<file path="src/hdl/mldsa_z_pkg.sv">
package mldsa_z_pkg;

    // ----------------------------------------------------------
    // ML-DSA constants used by the z encoding path
    // ----------------------------------------------------------

    // Prime modulus q of the ML-DSA ring
    localparam int unsigned MLDSA_Q = 8380417;

    // A coefficient reduced modulo q fits in 23 bits
    localparam int unsigned COEF_W = 23;

    // gamma1 is a power of two and this is its exponent
    localparam int unsigned GAMMA1_LOG = 19;

    // The encoded value gamma1 - z spans [0, 2*gamma1) so it needs
    // one bit more than the exponent
    localparam int unsigned ZENC_W = GAMMA1_LOG + 1;

    // ----------------------------------------------------------
    // Vector types
    // ----------------------------------------------------------

    // One coefficient of z, stored modulo q
    typedef logic [COEF_W-1:0] coef_t;

    // One encoded field as it appears in the signature byte string
    typedef logic [ZENC_W-1:0] zenc_t;

endpackage

</file>
<file path="src/hdl/z_coef_gather.sv">
`timescale 1ns/1ps

module z_coef_gather #(
    parameter int unsigned NUM_LANES = 4
) (
    input  logic                                        clk,
    input  logic                                        reset_n,
    input  logic                                        zeroize_i,
    input  logic                                        coef_valid_i,
    input  mldsa_z_pkg::coef_t                          coef_i,
    output logic                                        lanes_valid_o,
    output mldsa_z_pkg::coef_t [NUM_LANES-1:0]          lanes_coef_o
);

    import mldsa_z_pkg::*;

    // Counter wide enough to address every lane
    localparam int unsigned CNT_W = (NUM_LANES > 1) ? $clog2(NUM_LANES) : 1;

    logic [CNT_W-1:0] lane_cnt;
    logic             last_lane;

    // High when the next accepted coefficient completes the group
    assign last_lane = (lane_cnt == CNT_W'(NUM_LANES - 1));

    // ----------------------------------------------------------
    // Lane counter and group strobe
    // ----------------------------------------------------------

    always_ff @(posedge clk or negedge reset_n) begin
        if (!reset_n) begin
            lane_cnt      <= '0;
            lanes_valid_o <= 1'b0;
        end else if (zeroize_i) begin
            // A partial group is dropped and the next one starts at lane 0
            lane_cnt      <= '0;
            lanes_valid_o <= 1'b0;
        end else begin
            // The strobe lasts a single cycle by default
            lanes_valid_o <= 1'b0;
            if (coef_valid_i) begin
                if (last_lane) begin
                    lane_cnt      <= '0;
                    lanes_valid_o <= 1'b1;
                end else begin
                    lane_cnt <= lane_cnt + 1'b1;
                end
            end
        end
    end

    // ----------------------------------------------------------
    // Lane registers
    // ----------------------------------------------------------

    // Each accepted coefficient lands in the lane the counter points at.
    // The group stays put until the first coefficient of the next group
    always_ff @(posedge clk) begin
        if (zeroize_i) begin
            lanes_coef_o <= '0;
        end else if (coef_valid_i) begin
            lanes_coef_o[lane_cnt] <= coef_t'(coef_i);
        end
    end

endmodule

</file>
<file path="src/hdl/sigencode_z_unit.sv">
`timescale 1ns/1ps

module sigencode_z_unit (
    input  logic               clk,
    input  logic               reset_n,
    input  logic               zeroize_i,
    input  logic               valid_i,
    input  mldsa_z_pkg::coef_t data_i,
    output logic               valid_o,
    output mldsa_z_pkg::zenc_t data_o
);

    import mldsa_z_pkg::*;

    // gamma1 as an operand of the first subtraction
    localparam coef_t GAMMA1 = coef_t'(1) << GAMMA1_LOG;

    // Only the low field bits of q matter for the final correction
    localparam zenc_t Q_LOW = zenc_t'(MLDSA_Q);

    // Stage 0 results before the pipeline register
    coef_t diff;
    logic  borrow;

    // Pipeline register contents
    zenc_t diff_q;
    logic  no_borrow_q;

    // ----------------------------------------------------------
    // Stage 0 computes gamma1 - z
    // ----------------------------------------------------------

    // The extra top bit catches the borrow when z is above gamma1,
    // which is the case for a negative z held as q + z
    assign {borrow, diff} = {1'b0, GAMMA1} - {1'b0, data_i};

    // Valid bit follows the data through the register
    always_ff @(posedge clk or negedge reset_n) begin
        if (!reset_n) begin
            valid_o <= 1'b0;
        end else if (zeroize_i) begin
            valid_o <= 1'b0;
        end else begin
            valid_o <= valid_i;
        end
    end

    // Only the bits that reach the field are kept after the register
    always_ff @(posedge clk) begin
        if (zeroize_i) begin
            diff_q      <= '0;
            no_borrow_q <= 1'b0;
        end else if (valid_i) begin
            diff_q      <= diff[ZENC_W-1:0];
            no_borrow_q <= ~borrow;
        end
    end

    // ----------------------------------------------------------
    // Stage 1 applies the modular correction
    // ----------------------------------------------------------

    // With a borrow the difference wrapped modulo 2^k, so adding q gives
    // gamma1 - z + q whose low field bits are the encoding
    assign data_o = no_borrow_q ? diff_q : (diff_q + Q_LOW);

endmodule

</file>
<file path="src/hdl/z_beat_packer.sv">
`timescale 1ns/1ps

module z_beat_packer #(
    parameter  int unsigned NUM_LANES = 4,
    localparam int unsigned BEAT_W    = NUM_LANES * mldsa_z_pkg::ZENC_W / 2
) (
    input  logic                               clk,
    input  logic                               reset_n,
    input  logic                               zeroize_i,
    input  logic                               valid_i,
    input  mldsa_z_pkg::zenc_t [NUM_LANES-1:0] enc_i,
    output logic                               word_valid_o,
    output logic [BEAT_W-1:0]                  word_o,
    output logic                               word_last_o
);

    import mldsa_z_pkg::*;

    // The packed field is split into two equal beats
    if (NUM_LANES % 2 != 0) begin : g_lanes_check
        $error("NUM_LANES must be even");
    end

    // State tells which beat is on the outputs
    typedef enum logic [1:0] {
        PACK_IDLE,
        PACK_LOW,
        PACK_HIGH
    } pack_state_e;

    pack_state_e           state_q;
    pack_state_e           state_d;
    logic [2*BEAT_W-1:0]   field;
    logic [BEAT_W-1:0]     hi_q;
    logic                  accept;

    // Lane 0 sits in the least significant bits
    assign field = enc_i;

    // A new group can be taken unless the low beat is still out,
    // so a group may follow straight after a high beat
    assign accept = valid_i && (state_q != PACK_LOW);

    // ----------------------------------------------------------
    // Beat sequencing
    // ----------------------------------------------------------

    always_comb begin
        state_d = state_q;
        case (state_q)
            PACK_IDLE: state_d = accept ? PACK_LOW : PACK_IDLE;
            PACK_LOW:  state_d = PACK_HIGH;
            PACK_HIGH: state_d = accept ? PACK_LOW : PACK_IDLE;
            default:   state_d = PACK_IDLE;
        endcase
    end

    // Framing outputs are registered copies of the next state
    always_ff @(posedge clk or negedge reset_n) begin
        if (!reset_n) begin
            state_q      <= PACK_IDLE;
            word_valid_o <= 1'b0;
            word_last_o  <= 1'b0;
        end else if (zeroize_i) begin
            state_q      <= PACK_IDLE;
            word_valid_o <= 1'b0;
            word_last_o  <= 1'b0;
        end else begin
            state_q      <= state_d;
            word_valid_o <= (state_d != PACK_IDLE);
            word_last_o  <= (state_d == PACK_HIGH);
        end
    end

    // ----------------------------------------------------------
    // Beat data
    // ----------------------------------------------------------

    // Low half leaves at once and the high half waits one cycle in hi_q
    always_ff @(posedge clk) begin
        if (zeroize_i) begin
            word_o <= '0;
            hi_q   <= '0;
        end else if (accept) begin
            word_o <= field[BEAT_W-1:0];
            hi_q   <= field[2*BEAT_W-1:BEAT_W];
        end else if (state_q == PACK_LOW) begin
            word_o <= hi_q;
        end
    end

endmodule

</file>
<file path="src/hdl/sigencode_z_top.sv">
`timescale 1ns/1ps

module sigencode_z_top #(
    parameter  int unsigned NUM_LANES = 4,
    localparam int unsigned BEAT_W    = NUM_LANES * mldsa_z_pkg::ZENC_W / 2
) (
    input  logic               clk,
    input  logic               reset_n,
    input  logic               zeroize_i,
    input  logic               coef_valid_i,
    input  mldsa_z_pkg::coef_t coef_i,
    output logic               word_valid_o,
    output logic [BEAT_W-1:0]  word_o,
    output logic               word_last_o
);

    import mldsa_z_pkg::*;

    // Gathered group on its way to the encoders
    logic                      lanes_valid;
    coef_t [NUM_LANES-1:0]     lanes_coef;

    // Encoder results, all lanes move in lockstep
    logic  [NUM_LANES-1:0]     enc_valid;
    zenc_t [NUM_LANES-1:0]     enc_data;

    // ----------------------------------------------------------
    // Serial to parallel
    // ----------------------------------------------------------

    z_coef_gather #(
        .NUM_LANES (NUM_LANES)
    ) gather0 (
        .clk           (clk),
        .reset_n       (reset_n),
        .zeroize_i     (zeroize_i),
        .coef_valid_i  (coef_valid_i),
        .coef_i        (coef_i),
        .lanes_valid_o (lanes_valid),
        .lanes_coef_o  (lanes_coef)
    );

    // One encoder per lane
    for (genvar i = 0; i < NUM_LANES; i++) begin : g_lane
        sigencode_z_unit u_unit (
            .clk       (clk),
            .reset_n   (reset_n),
            .zeroize_i (zeroize_i),
            .valid_i   (lanes_valid),
            .data_i    (lanes_coef[i]),
            .valid_o   (enc_valid[i]),
            .data_o    (enc_data[i])
        );
    end

    // ----------------------------------------------------------
    // Two-beat output
    // ----------------------------------------------------------

    // Lane 0 valid stands for the whole group
    z_beat_packer #(
        .NUM_LANES (NUM_LANES)
    ) packer0 (
        .clk          (clk),
        .reset_n      (reset_n),
        .zeroize_i    (zeroize_i),
        .valid_i      (enc_valid[0]),
        .enc_i        (enc_data),
        .word_valid_o (word_valid_o),
        .word_o       (word_o),
        .word_last_o  (word_last_o)
    );

endmodule

</file>
<file path="config.mk">
export PLATFORM = sky130hd
export DESIGN_NAME = sigencode_z_top
export DESIGN_NICKNAME = d
export VERILOG_FILES = /design/src/hdl/mldsa_z_pkg.sv /design/src/hdl/z_coef_gather.sv /design/src/hdl/sigencode_z_unit.sv /design/src/hdl/z_beat_packer.sv /design/src/hdl/sigencode_z_top.sv
export SDC_FILE = /design/constraint.sdc
export NUM_CORES = 1
export LEC_CHECK = 0
export BUFFER_PORTS_ARGS = -buffer_cell sky130_fd_sc_hd__buf_2
export CAP_MARGIN = 20
export CORE_UTILIZATION = 35
export CTS_BUF_LIST = sky130_fd_sc_hd__clkbuf_4
export DETAILED_ROUTE_END_ITERATION = 10
export PLACE_DENSITY_LB_ADDON = 0.2
export SETUP_SLACK_MARGIN = 0.02
export SYNTH_ARGS = -nofsm -noshare
export SYNTH_HDL_FRONTEND = slang
export SYNTH_SLANG_ARGS = --single-unit
</file>
<file path="constraint.sdc">
create_clock -name clk -period 3.2 [get_ports clk]
set_clock_uncertainty 0.2 [all_clocks]
set_input_delay 0.32 -clock clk [delete_from_list [all_inputs] [get_ports clk]]
set_output_delay 0.32 -clock clk [all_outputs]
set_load 0.01 [all_outputs]
</file>
# --- Yosys cells after proc, flatten, opt, wreduce, memory -nomap -nowiden ---
# Index checks and enable logic that the tools add are counted.
word_totals:
  in_bits: 27
  romBits: 0
  latchBits: 0
  output_inout_bits: 42
  mem_count: 0
  ramBits: 0
  elab_cells: 68
  ff_bits: 264
op_classes:
  n_shift: 0
  n_lt_le_gt_ge: 2
  n_eq_ne: 5
  addsub: 9
  n_reduce_logical: 7
  bitwise: 4
  div: 0
  n_mul: 0
  mux: 21
op_table:
  columns: ["cell", "n"]
  rows:
  - ["$sub A20 B23 Y24 const A", 4]
  - ["$bwmux W92", 1]
  - ["$add A20 B20 Y20 const B", 4]
  - ["$mux W20", 4]
  - ["$mux W40", 2]
  - ["$demux W23 S2", 1]
  - ["$mux W23", 1]
  - ["$mux W2", 4]
  - ["$mux W1", 7]
  - ["$eq A2 B2 Y1 const B", 3]
  - ["$reduce_bool A2 Y1", 3]
  - ["$not A1 Y1", 4]
  - ["$pmux W2 S2", 1]
  - ["$lt A2 B3 Y1 const B", 1]
  - ["$add A2 B1 Y2 const B", 1]
  - ["$eq A2 B1 Y1 const B", 1]
  - ["$ge A2 B1 Y1 const B", 1]
  - ["$logic_and A1 B1 Y1", 2]
  - ["$logic_not A2 Y1", 1]
  - ["$ne A2 B1 Y1 const B", 1]
  - ["$reduce_or A2 Y1", 1]

# --- Depth between registers and ports, before layout ---
# Gate-level depths: netlist of run 1.
logic_depth:
  depth_word: 6
  mapped_depth: 7

# --- Cells and area by module ---
# Synthesis of run 1 repeated with hierarchy kept, for this count alone.
hier_totals:
  hier_cells: 1547
  area_unflattened_um2: 14236.2
by_module_without_submodules:
  columns: ["mod", "cells_each", "area_per_inst_um2", "seq_area_each_um2", "n_inst"]
  rows:
  - ["sigencode_z_unit", 209, 1621.6, 445.4, 4]
  - ["z_beat_packer", 370, 3911.3, 1701.6, 1]
  - ["z_coef_gather", 341, 3838.7, 1916.8, 1]

# --- Worst setup path before layout of run 1 ---
# OpenSTA, ideal clock, no wires.
synth_timing:
  path_type: "reg2reg"
  start: "register gather0.lanes_coef_o[28] in the netlist's numbering"
  end: "register g_lane[1].u_unit.diff_q[18]"
  slack_ns: 0.800
  period_less_slack_ns: 2.400
  setup_ns: 0.117
  t_arrival_ns: 2.082
  t_required_ns: 2.883
  stages_incl_launch_ff: 6
  cell_sequence: "dfxtp_1 clkbuf_2 or4_1 or4_1 or4_1 a32o_1"
synth_between:
  elab_chain_len: 1
synth_lines:
  columns: ["item", "line", "text"]
  rows:
  - ["start: declaration", "z_coef_gather.sv:12", "output mldsa_z_pkg::coef_t [NUM_LANES-1:0] lanes_coef_o"]
  - ["start signal: indexed assignment", "z_coef_gather.sv:62", "lanes_coef_o[lane_cnt] <= coef_t'(coef_i);"]
  - ["$sub A20 B23 Y24", "sigencode_z_unit.sv:35", "assign {borrow, diff} = {1'b0, GAMMA1} - {1'b0, data_i};"]
  - ["end signal: assignment", "sigencode_z_unit.sv:54", "diff_q <= diff[ZENC_W-1:0];"]
  - ["end: declaration", "sigencode_z_unit.sv:26", "zenc_t diff_q;"]
# Every way passes these cells.
# A chain may end at the register's enable or synchronous reset.

# --- Final worst setup path of run 1 ---
layout_timing:
  start: "register gather0.lane_cnt[0]"
  end: "register gather0.lanes_coef_o[22] in the netlist's numbering"
layout_between:
  elab_chain_len: 5
  elab_cells_between_ends: 6
  classes_between: "2 x order compare; 3 x mux; 1 x reduce/logical"
layout_lines:
  columns: ["item", "line", "text"]
  rows:
  - ["start: declaration", "z_coef_gather.sv:20", "logic [CNT_W-1:0] lane_cnt;"]
  - ["start signal: assignment", "z_coef_gather.sv:46", "lane_cnt <= lane_cnt + 1'b1;"]
  - ["$lt A2 B3 Y1 (not written as such) or $ge A2 B1 Y1 (tied branches)", "z_coef_gather.sv:62", null]
  - ["$logic_and A1 B1 Y1 (not written as such)", "z_coef_gather.sv:62", null]
  - ["$mux W23 (not written as such)", "z_coef_gather.sv:62", null]
  - ["$demux W23 S2 *", null, null]
  - ["$bwmux W92 *", "z_coef_gather.sv:62", null]
# Mark *: on every way between the ends. The rest lies on a longest branch, timed or not.

==> qor.txt, run 1 <==
Fin. max-slew vios - 0
Post-CTS Setup Bufs - 0
Yosys top cell by area - dfxtp_1
Worst path required time - 3630 ps
Fillers - 3553
Via count - 11600
Status - finished, final reports clean
Hold Fails Final Rpt - 0
Cells after Synth - 1476
Post-route setup TNS - 0 ps
Clock transition time at the flip-flop clock pins of the worst setup and hold paths - 70 ps
Clk root buf - clkbuf_4
Share of layout cells above drive strength 1 - 15.3%
CP max stage cell - and2_1
Async set or reset register ratio after synthesis - 3.03%
Post-Route WL - 40500 µm
GRT Resource Usage Total - 22.2%
Period minus WS final - 2530 ps
Synth warnings - 0
Worst path bufs/invs - 2
Slew @ Worst Pin - 968 ps
Startpoint types - flop
# hold bufs at CTS - 30
Post-synth top area share - 41.1%
Final period utilization - 78.9%
RR Startpoint - gather0.lane_cnt[0]
Worst IR Drop VDD - 0.265 mV
#FFs+latches synth - 264
CP peak stage delay - 760 ps
Die ar. - 36400 µm²
Post-synthesis sequential area ratio - 42.7%
RSZ-0062 raised after global routing - false
Most frequently used flop master after synthesis - dfxtp_1
Mapped Area - 12500 µm²
Post-synth top cells - dfxtp_1 (256), nand2_1 (215), nor2_1 (105), a21oi_1 (93), clkbuf_1 (82)
GR Overflow Total - 0
Pin count of the biggest net entering global routing - 120
Initial antenna violation count - 1
CP top delay family - simple AND/OR/NAND/NOR gates
Finished Core Util - 41.6%
Highest net fanout along the worst path - 23
GPL Wtd Cong - 0.857
EDFF count, synth - 0
P_leak - 5.47 nW
Sink Count - 264
I/O Buffers - 68
Crit path DAT - 2960 ps
Synth area leaders - dfxtp_1 (41%), nand2_1 (6.5%), xnor2_1 (3.9%)
FP Rows - 68
Worst slew margin - 35.5%
Die Wd - 191 µm
Detail Route Antenna Nets - 0
Fmax achieved - 396 MHz
Vias in the first global route - 10600
CTS buffer count - 75
Clk buf depth - 3
Core Region - 34800 µm²
Post-CTS resize count - 0
Syn Area/Cell - 8.45 µm²
Crit-path cells - inv_1, ha_1, and2_1, nand2_1, a21oi_1, dlygate4sd3_1
Storage element area - 5330 µm²
Setup violations, final - 0
Worst Path Class, Setup - reg -> reg
Drt first-iter violations - 891
Multi-input gate area - 6620 µm²
Vias per cell - 5.55
DRT Pass-1 Iters - 5
DRC Markers - 0
Synth unique cells - 64
CTS tree - built
Area grow syn2layout - 16.2%
Max-cap check violation count - 0
Avg WL per Cell - 19.4 µm
Top-count cell post-synth - dfxtp_1
Ports - 69
Crit path from - gather0.lane_cnt[0]
Hold_sp - coef_i[21]
Hpwl dp - 28900 µm
Power Density - 492 nW/µm²
Syn nets - 1515
Clock Latency Late Sink - 710 ps
Initial Util - 35.8%
First-pass GRT wire length - 62200 µm
DIE HEIGHT - 191 µm
H-tree depth - 3
Setup crit end kind - flop
Min-Delay Path Class - in -> reg
Final #Nets - 1625
## report_power, final
part / switching [mW] / internal (mW)
Combinational: 0.437 / 0.270
Clock: 1.42 / 1.58
Sequential: 0.0768 / 3.35
## cells by family (layout without fill, tap and decap cells)
logic type	count (synthesis)	after routing	share of synthesized area [%]
other cells	0	1	0
compound gates	345	345	18.8
buf+inv	134	294	4.44
mux	30	30	2.43
flops	264	264	42.7
xor+xnor	68	68	4.77
simple gates	623	623	25.6
fa+ha+maj	12	12	1.20
## cell type report
type / instances / area share [%]
Antenna cell: 1 / 0.0173
Clock buffer: 112 / 5.80
Clock inverter: 15 / 0.389
Inverter: 29 / 0.751
Multi-Input combinational cell: 1078 / 45.6
Sequential cell: 264 / 36.8
Tap cell: 455 / 3.93
Timing Repair Buffer: 138 / 6.71
## tightest hold or removal path, cell delays in order
cell           delay [ps]
dlygate4sd3_1         520
buf_2                 140
a22o_1                130
## final timing paths
kind                       slack (ps)                       end  depth (start not counted)
setup / recovery                  670  gather0.lanes_coef_o[22]                          6
hold / removal                    250  gather0.lanes_coef_o[90]                          3
setup reg to reg                  670  gather0.lanes_coef_o[22]                          6
hold reg to reg                   260           packer0.hi_q[0]                          2
max in group asynchronous        1680     gather0.lanes_valid_o                          3
min in group asynchronous         600  g_lane[0].u_unit.valid_o                          3
## per-stage QoR
stage	setup WS (ps)	hold WS [ps]	area (µm²)	power, mW	cells
2_1_floorplan	800	-176	12500	3.94	1476
3_3_place_gp	757	46.1	13300	4.16	1934
3_5_place_dp	749	54.7	13300	4.17	1934
4_1_cts	717	191	14500	7.22	2091
5_1_grt	499	220	14500	7.47	2092
6_report	674	254	14500	7.14	2092
## flip-flops by register name, summed over array words and instances, names as in the netlist
signal	count
gather0.lanes_coef_o	92
packer0.hi_q	40
gather0.lane_cnt	2
packer0.word_valid_o	1
g_lane.u_unit.no_borrow_q	4
packer0.word_o	40
g_lane.u_unit.valid_o	1
g_lane.u_unit.diff_q	80
packer0.word_last_o	1
gather0.lanes_valid_o	1
packer0.state_q	2
## layer usage
metal / vias to the layer above / part of all wire, % / global-route usage, %
met1: 5534 / 49 / 31.6
met4: 0 / 1.7 / 6.28
li1: 5713 / - / -
met5: - / 0 / 0
met3: 59 / 5.0 / 3.55
met2: 305 / 44 / 34.2
## cells in the final DEF, fill, tap and decap left out, drive strengths merged, types with 7 or more instances in the layout
cell	count
a211o	8
a211oi	29
a21oi	93
a22o	28
a311oi	18
a31oi	18
a32o	14
and2	7
and3	13
buf	108
clkbuf	112
clkinv	14
dfrtp	8
dfxtp	256
dlygate4sd3	30
ha	12
inv	30
mux2i	28
nand2	215
nand3	34
nand4	26
nand4b	20
nor2	105
nor3	36
nor4	38
nor4b	9
o211ai	14
o21ai	51
o22ai	12
o311ai	9
o31ai	24
or2	7
or3	55
or4	33
xnor2	55
xor2	13
Note: power is estimated with default switching activity, not from simulation.
==> run 2, diff against run 1 <==
==> constraint.sdc (replaced) <==
create_clock -name clk -period 2.58 [get_ports clk]
set_clock_uncertainty 0.2 [all_clocks]
set_input_delay 0.258 -clock clk [delete_from_list [all_inputs] [get_ports clk]]
set_output_delay 0.258 -clock clk [all_outputs]
set_load 0.01 [all_outputs]
==> run 2 against run 1 <==
  * Die area stayed put
  * Clock power is 37% higher
  * First-iteration DRC count is 14% higher
  * Via count is 1.8% higher
  * Sequential power is 24% higher
  * Routed wire length is 0.53% higher
  * Final cell count is 2.3% higher
==> qor.txt, run 2 (synthesis results as in run 1) <==
DIE HEIGHT - 191 µm (unchanged)
Sink Count - 264 (unchanged)
RSZ-0062 raised after global routing - false
Hold Path End - gather0.lanes_coef_o[90]
Post-CTS resize count - 0 (unchanged)
DRC Markers - 0 (unchanged)
Initial Util - 35.8% (unchanged)
GPL Wtd Cong - 0.885 (+3.2%)
First-pass GRT wire length - 62700 µm (+0.82%)
Fmax achieved - 410 MHz (+3.6%)
Most common cell after layout, fill and taps aside - dfxtp_1
Worst Path Class, Setup - reg -> reg
Setup crit end kind - flop
Worst IR Drop VDD - 0.288 mV (+8.4%)
Largest register FFs - 92 (unchanged)
Biggest register - gather0.lanes_coef_o
FP Rows - 68 (unchanged)
RR Startpoint - gather0.lanes_coef_o[33]
Crit path DAT - 2840 ps (-120 ps)
Clk root buf - clkbuf_4
Worst slew margin - 36.3% (+0.81 points)
CTS buffer count - 75 (unchanged)
Fillers - 3559 (+0.17%)
Clock Latency Late Sink - 710 ps (about the same)
Initial antenna violation count - 1 (unchanged)
Via count - 11800 (+1.8%)
Power Density - 623 nW/µm² (+27%)
Final period utilization - 94.5% (+16 points)
Net Sw Frac - 26.7% (-0.43 points)
Max-cap check violation count - 0 (unchanged)
Avg WL per Cell - 19.0 µm (-1.7%)
Highest net fanout along the worst path - 6 (-74%)
Slew @ Worst Pin - 956 ps (-12.2 ps)
I/O Buffers - 68 (unchanged)
CP peak stage delay - 560 ps (-200 ps)
GR Overflow Total - 0 (unchanged)
P_leak - 5.74 nW (+4.8%)
Dpl cells - 1974 (+2.1%)
Sequential Power Share - 45.5% (-2.5 points)
R2R setup slack - 140 ps (-530 ps)
Status - finished, final reports clean
H-tree depth - 3 (unchanged)
Hold_sp - coef_i[21]
Vias per cell - 5.52 (-0.50%)
Startpoint types - flop
Int Pwr - 6.82 mW (+31%)
Hpwl dp - 29100 µm (+0.75%)
Cells on worst reg2reg path - 4 (-2)
Post-Route WL - 40700 µm (+0.53%)
Crit-path cells - or4_4, or3_1, or4_1, a311oi_1
Hold depth - 3 (unchanged)
Most frequent cells in the layout - dfxtp_1 (256), nand2_1 (215), clkbuf_4 (119), nor2_1 (104), a21oi_1 (92)
Clock transition time at the flip-flop clock pins of the worst setup and hold paths - 70 ps (about the same)
Drt first-iter violations - 1019 (+14%)
Setup violations, final - 0 (unchanged)
GRT Resource Usage Total - 22.4% (+0.26 points)
CTS tree - built
Share of layout cells above drive strength 1 - 17.9% (+2.5 points)
Clk buf depth - 3 (unchanged)
Regs by FF count - gather0.lanes_coef_o: 92 flops, g_lane.u_unit.diff_q: 80 flops
Area grow syn2layout - 19.8%
Die ar. - 36400 µm² (unchanged)
Final hold slack - 187 ps (-66.1 ps)
Core Region - 34800 µm² (unchanged)
Combinational Power Share - 10.3% (+0.4 points)
Pin count of the biggest net entering global routing - 97 (-19%)
Detail Route Antenna Nets - 0 (unchanged)
Clock group share of total power - 44.2% (+2.1 points)
Post-route setup TNS - 0 ps (unchanged)
Min-Delay Path Class - in -> reg
Ports - 69 (unchanged)
Period minus WS final - 2440 ps (-87.6 ps)
Vias in the first global route - 10800 (+1.5%)
CP max stage cell - or4_4
Finished Layout Cells - 2140 (+2.3%)
Crit Reg-Reg Endpoint - g_lane[1].u_unit.diff_q[19]
Die Wd - 191 µm (unchanged)
Worst path required time - 2980 ps (-650 ps)
Final #Nets - 1665 (+2.5%)
Hold Fails Final Rpt - 0 (unchanged)
P_sw - 2.48 mW (+28%)
Fin. max-slew vios - 0 (unchanged)
Finished Core Util - 42.9% (+1.3 points)
DRT Pass-1 Iters - 5 (unchanged)
-- run 2: cell type report --
cell class,instances,area [µm²],share of cell area (%)
clock inverters,16,116,0.779
clock buffers,119,893,5.98
flip-flops and latches,264,5330,35.7
repair buffers,178,1310,8.77
multi-input cells,1078,6610,44.2
inverters,29,109,0.729
diodes,1,2.50,0.0168
well taps,455,569,3.81
-- run 2: what timing repair did --
| item | 4_1_cts | 5_1_grt |
|---|---|---|
| hold endpoints to repair | 156 | 0 |
| buffers inserted | 0 | 0 |
| setup endpoints to repair | 0 | 0 |
| hold buffers | 30 | 0 |
-- run 2: worst max-delay path by stage --
stage	start	endpoint	slack (ps)	cells after the start
after floorplan	gather0.lanes_coef_o[28]	g_lane[1].u_unit.diff_q[18]	180	5
after detailed placement	gather0.lanes_coef_o[33]	g_lane[1].u_unit.diff_q[19]	200	4
after CTS	gather0.lanes_coef_o[33]	g_lane[1].u_unit.diff_q[19]	150	4
after global placement	gather0.lanes_coef_o[28]	g_lane[1].u_unit.diff_q[18]	260	4
final	gather0.lanes_coef_o[33]	g_lane[1].u_unit.diff_q[19]	140	4
after global routing	gather0.lanes_coef_o[6]	g_lane[0].u_unit.diff_q[19]	40	5
-- run 2: per-layer routing --
metal  share of wire, %  vias to the layer above  global-route usage, %
li1                   -                     5814                      -
met1                 50                     5558                   33.2
met2                 42                      369                   33.0
met3                5.8                       77                   3.57
met4                2.1                        0                   6.62
met5                  0                        -                      0
-- run 2: worst max-delay path: cells and delay by family, from the launching register on --
family           cells  cell delay, ps
AND/OR/NAND/NOR      3            1510
flip-flops           1             340
AO/OA/AOI/OAI        1             280
-- run 2: power by group through the flow --
stage                     clock network (mW)  logic [mW]  registers (mW)
final                                   4.11       0.955            4.24
after global routing                    4.44        1.04            4.25
after CTS                               4.23       0.953            4.24
after detailed placement                   0       0.917            4.33
after global placement                     0       0.914            4.32
after floorplan                            0       0.587            4.31
-- run 2: through the flow --
step / cell area (µm²) / setup slack (ps) / power, mW
6_report: 14900 / 142 / 9.30
5_1_grt: 14900 / 43.3 / 9.73
4_1_cts: 14900 / 145 / 9.42
3_5_place_dp: 13600 / 203 / 5.24
3_3_place_gp: 13600 / 257 / 5.24
2_1_floorplan: 12500 / 180 / 4.89
==> run 3, diff against run 2 <==
--- a/config.mk
+++ b/config.mk
@@ -14,4 +14,5 @@
 export SETUP_SLACK_MARGIN = 0.02
 export SYNTH_ARGS = -nofsm -noshare
 export SYNTH_HDL_FRONTEND = slang
+export SYNTH_HIERARCHICAL = 1
 export SYNTH_SLANG_ARGS = --single-unit
==> constraint.sdc (replaced) <==
create_clock -name clk -period 2.9 [get_ports clk]
set_clock_uncertainty 0.2 [all_clocks]
set_input_delay 0.29 -clock clk [delete_from_list [all_inputs] [get_ports clk]]
set_output_delay 0.29 -clock clk [all_outputs]
set_load 0.01 [all_outputs]
==> run 3 against run 2 <==
  * Routed wire length fell by 6.4%
  * Sequential power fell by 11%
  * Sequential share of layout area fell by 2.2 points
  * Clock power fell by 14%
  * Final area rose by 6.5%
  * Via count fell by 3.4%
  * Critical path depth did not move
  * Area after synthesis rose by 14%
  * Power fell by 13%
  * Die area rose by 13%
  * Utilization fell by 3.0 points
  * Synthesized cell count rose by 4.6%
  * Highest routed layer is now met5
==> qor.txt, run 3 <==
Crit Reg-Reg Endpoint - g_lane[2].u_unit/diff_q[17]
Largest register FFs - 92 (unchanged)
Status - finished, final reports clean
Final period utilization - 84.0% (-10 points)
GRT Resource Usage Total - 18.3% (-4.1 points)
Min-Delay Path Class - in -> reg
RR Startpoint - gather0/lanes_coef_o[49]
Int Pwr - 5.93 mW (-13%)
Drt first-iter violations - 555 (-46%)
Die ar. - 41300 µm² (+13%)
Initial Util - 35.6% (-0.28 points)
Avg WL per Cell - 17.3 µm (-8.9%)
P_sw - 2.15 mW (-14%)
Syn nets - 1583 (+4.5%)
Hold depth - 3 (unchanged)
Worst path required time - 3280 ps (+300 ps)
Final setup margin - 463 ps (+321 ps)
Most frequent cells in the layout - dfxtp_1 (256), nand2b_1 (175), mux2i_1 (149), nand2_1 (117), clkbuf_4 (110)
First-pass GRT wire length - 59900 µm (-4.5%)
Cells on worst reg2reg path - 4 (unchanged)
Clock group share of total power - 43.5% (-0.7 points)
Sink Count - 264 (unchanged)
Detail Route Antenna Nets - 0 (unchanged)
DRC Markers - 0 (unchanged)
RSZ-0062 raised after global routing - false
Post-CTS Setup Bufs - 0 (unchanged)
Hold Path End - gather0/lanes_coef_o[48]
Period minus WS final - 2440 ps (-1.02 ps)
Hold Fails Final Rpt - 0 (unchanged)
FP Rows - 73 (+7.4%)
Max-cap check violation count - 0 (unchanged)
CTS tree - built
Clk buf depth - 3 (unchanged)
DIE HEIGHT - 203 µm (+6.5%)
Mapped Area - 14200 µm² (+14%)
Worst slew margin - 51.0% (+15 points)
Most common cell after layout, fill and taps aside - dfxtp_1
Clk root buf - clkbuf_4
Finished Core Util - 39.9% (-3.0 points)
Final hold slack - 21.8 ps (-166 ps)
Setup crit end kind - flop
H-tree depth - 3 (unchanged)
Ports - 69 (unchanged)
Syn Area/Cell - 9.17 µm² (+8.5%)
Slew @ Worst Pin - 732 ps (-224 ps)
Final #Nets - 1659 (-0.36%)
Vias per cell - 5.19 (-6.1%)
Fin. max-slew vios - 0 (unchanged)
Worst Path Class, Setup - reg -> reg
Highest net fanout along the worst path - 7 (+1)
Share of layout cells above drive strength 1 - 17.0% (-0.91 points)
Pin count of the biggest net entering global routing - 123 (+27%)
Crit path DAT - 2820 ps (-20 ps)
DRT Pass-1 Iters - 4 (-1)
Combinational Power Share - 9.8% (-0.5 points)
Regs by FF count - gather0/lanes_coef_o: 92 flops, g_lane.u_unit/diff_q: 80 flops
Post-route setup TNS - 0 ps (unchanged)
Area grow syn2layout - 12.3%
Biggest register - gather0/lanes_coef_o
GR Overflow Total - 0 (unchanged)
Clock transition time at the flip-flop clock pins of the worst setup and hold paths - 70 ps (about the same)
Net Sw Frac - 26.6% (-0.11 points)
Post-CTS resize count - 0 (unchanged)
Post-Route WL - 38100 µm (-6.4%)
Pre-CTS setup slack - 484 ps (+281 ps)
Core Region - 39800 µm² (+14%)
Sequential Power Share - 46.7% (+1.2 points)
Synth warnings - 6 (+6)
Worst IR Drop VDD - 0.216 mV (-25%)
Cells after Synth - 1544 (+4.6%)
Startpoint types - flop
CTS buffer count - 75 (unchanged)
I/O Buffers - 68 (unchanged)
# hold bufs at CTS - 26 (-13%)
R2R setup slack - 460 ps (+320 ps)
Via count - 11400 (-3.4%)
Setup violations, final - 0 (unchanged)
Initial antenna violation count - 2 (+1)
Hold_sp - coef_i[2]
Power Density - 508 nW/µm² (-18%)
Hpwl dp - 26700 µm (-8.3%)
Die Wd - 203 µm (+6.5%)
GPL Wtd Cong - 0.829 (-6.3%)
Vias in the first global route - 10700 (-0.58%)
P_leak - 6.43 nW (+12%)
Fmax achieved - 410 MHz (about the same)
Clock Latency Late Sink - 700 ps (about the same)
==> run 3: worst max-delay path, stage by stage (launching register included) <==
cell and delay (ps):
dfxtp_1 360, or4_1 660, or3_4 450, or4_1 410, a32o_1 250
==> run 3: through the flow <==
| stage | cells | total power, mW | cell area (µm²) |
|---|---|---|---|
| after floorplan | 1544 | 4.42 | 14200 |
| after detailed placement | 2042 | 4.61 | 14700 |
| after CTS | 2199 | 8.22 | 15900 |
| after global placement | 2042 | 4.60 | 14700 |
| final | 2200 | 8.08 | 15900 |
| after global routing | 2200 | 8.48 | 15900 |
==> run 3: power by group through the flow <==
stage                     logic (mW)  registers [mW]  clock network [mW]
after global placement         0.755            3.85                   0
after floorplan                0.601            3.82                   0
final                          0.791            3.77                3.52
after CTS                      0.789            3.77                3.66
after global routing           0.865            3.78                3.84
after detailed placement       0.759            3.85                   0
==> run 3: how the worst max path moves through the flow <==
stage / endpoint / slack, ps / cells after the start / from
global placement: g_lane[2].u_unit/diff_q[17] / 500 / 4 / gather0/lanes_coef_o[49]
floorplan: g_lane[0].u_unit/diff_q[17] / 590 / 5 / gather0/lanes_coef_o[9]
finish: g_lane[2].u_unit/diff_q[17] / 460 / 4 / gather0/lanes_coef_o[49]
detailed placement: g_lane[0].u_unit/diff_q[17] / 480 / 4 / gather0/lanes_coef_o[3]
CTS: g_lane[2].u_unit/diff_q[17] / 480 / 4 / gather0/lanes_coef_o[49]
global route: g_lane[0].u_unit/diff_q[17] / 390 / 4 / gather0/lanes_coef_o[7]
==> run 3: layout make-up <==
cell class | count | area, µm²
timing repair buffer | 114 | 786
multi-input combinational | 1143 | 8090
fill | 4147 | 23900
clock inverter | 21 | 134
inverter | 22 | 82.6
tap | 525 | 657
antenna | 1 | 2.50
clock buffer | 110 | 826
sequential | 264 | 5330
==> run 3: layer usage <==
metal / up-vias / part of all wire [%] / global-route usage, %
met2: 167 / 42 / 27.0
met1: 5457 / 52 / 27.0
met5: - / 0.026 / 0
li1: 5731 / - / -
met4: 2 / 1.6 / 4.97
met3: 55 / 3.8 / 3.47
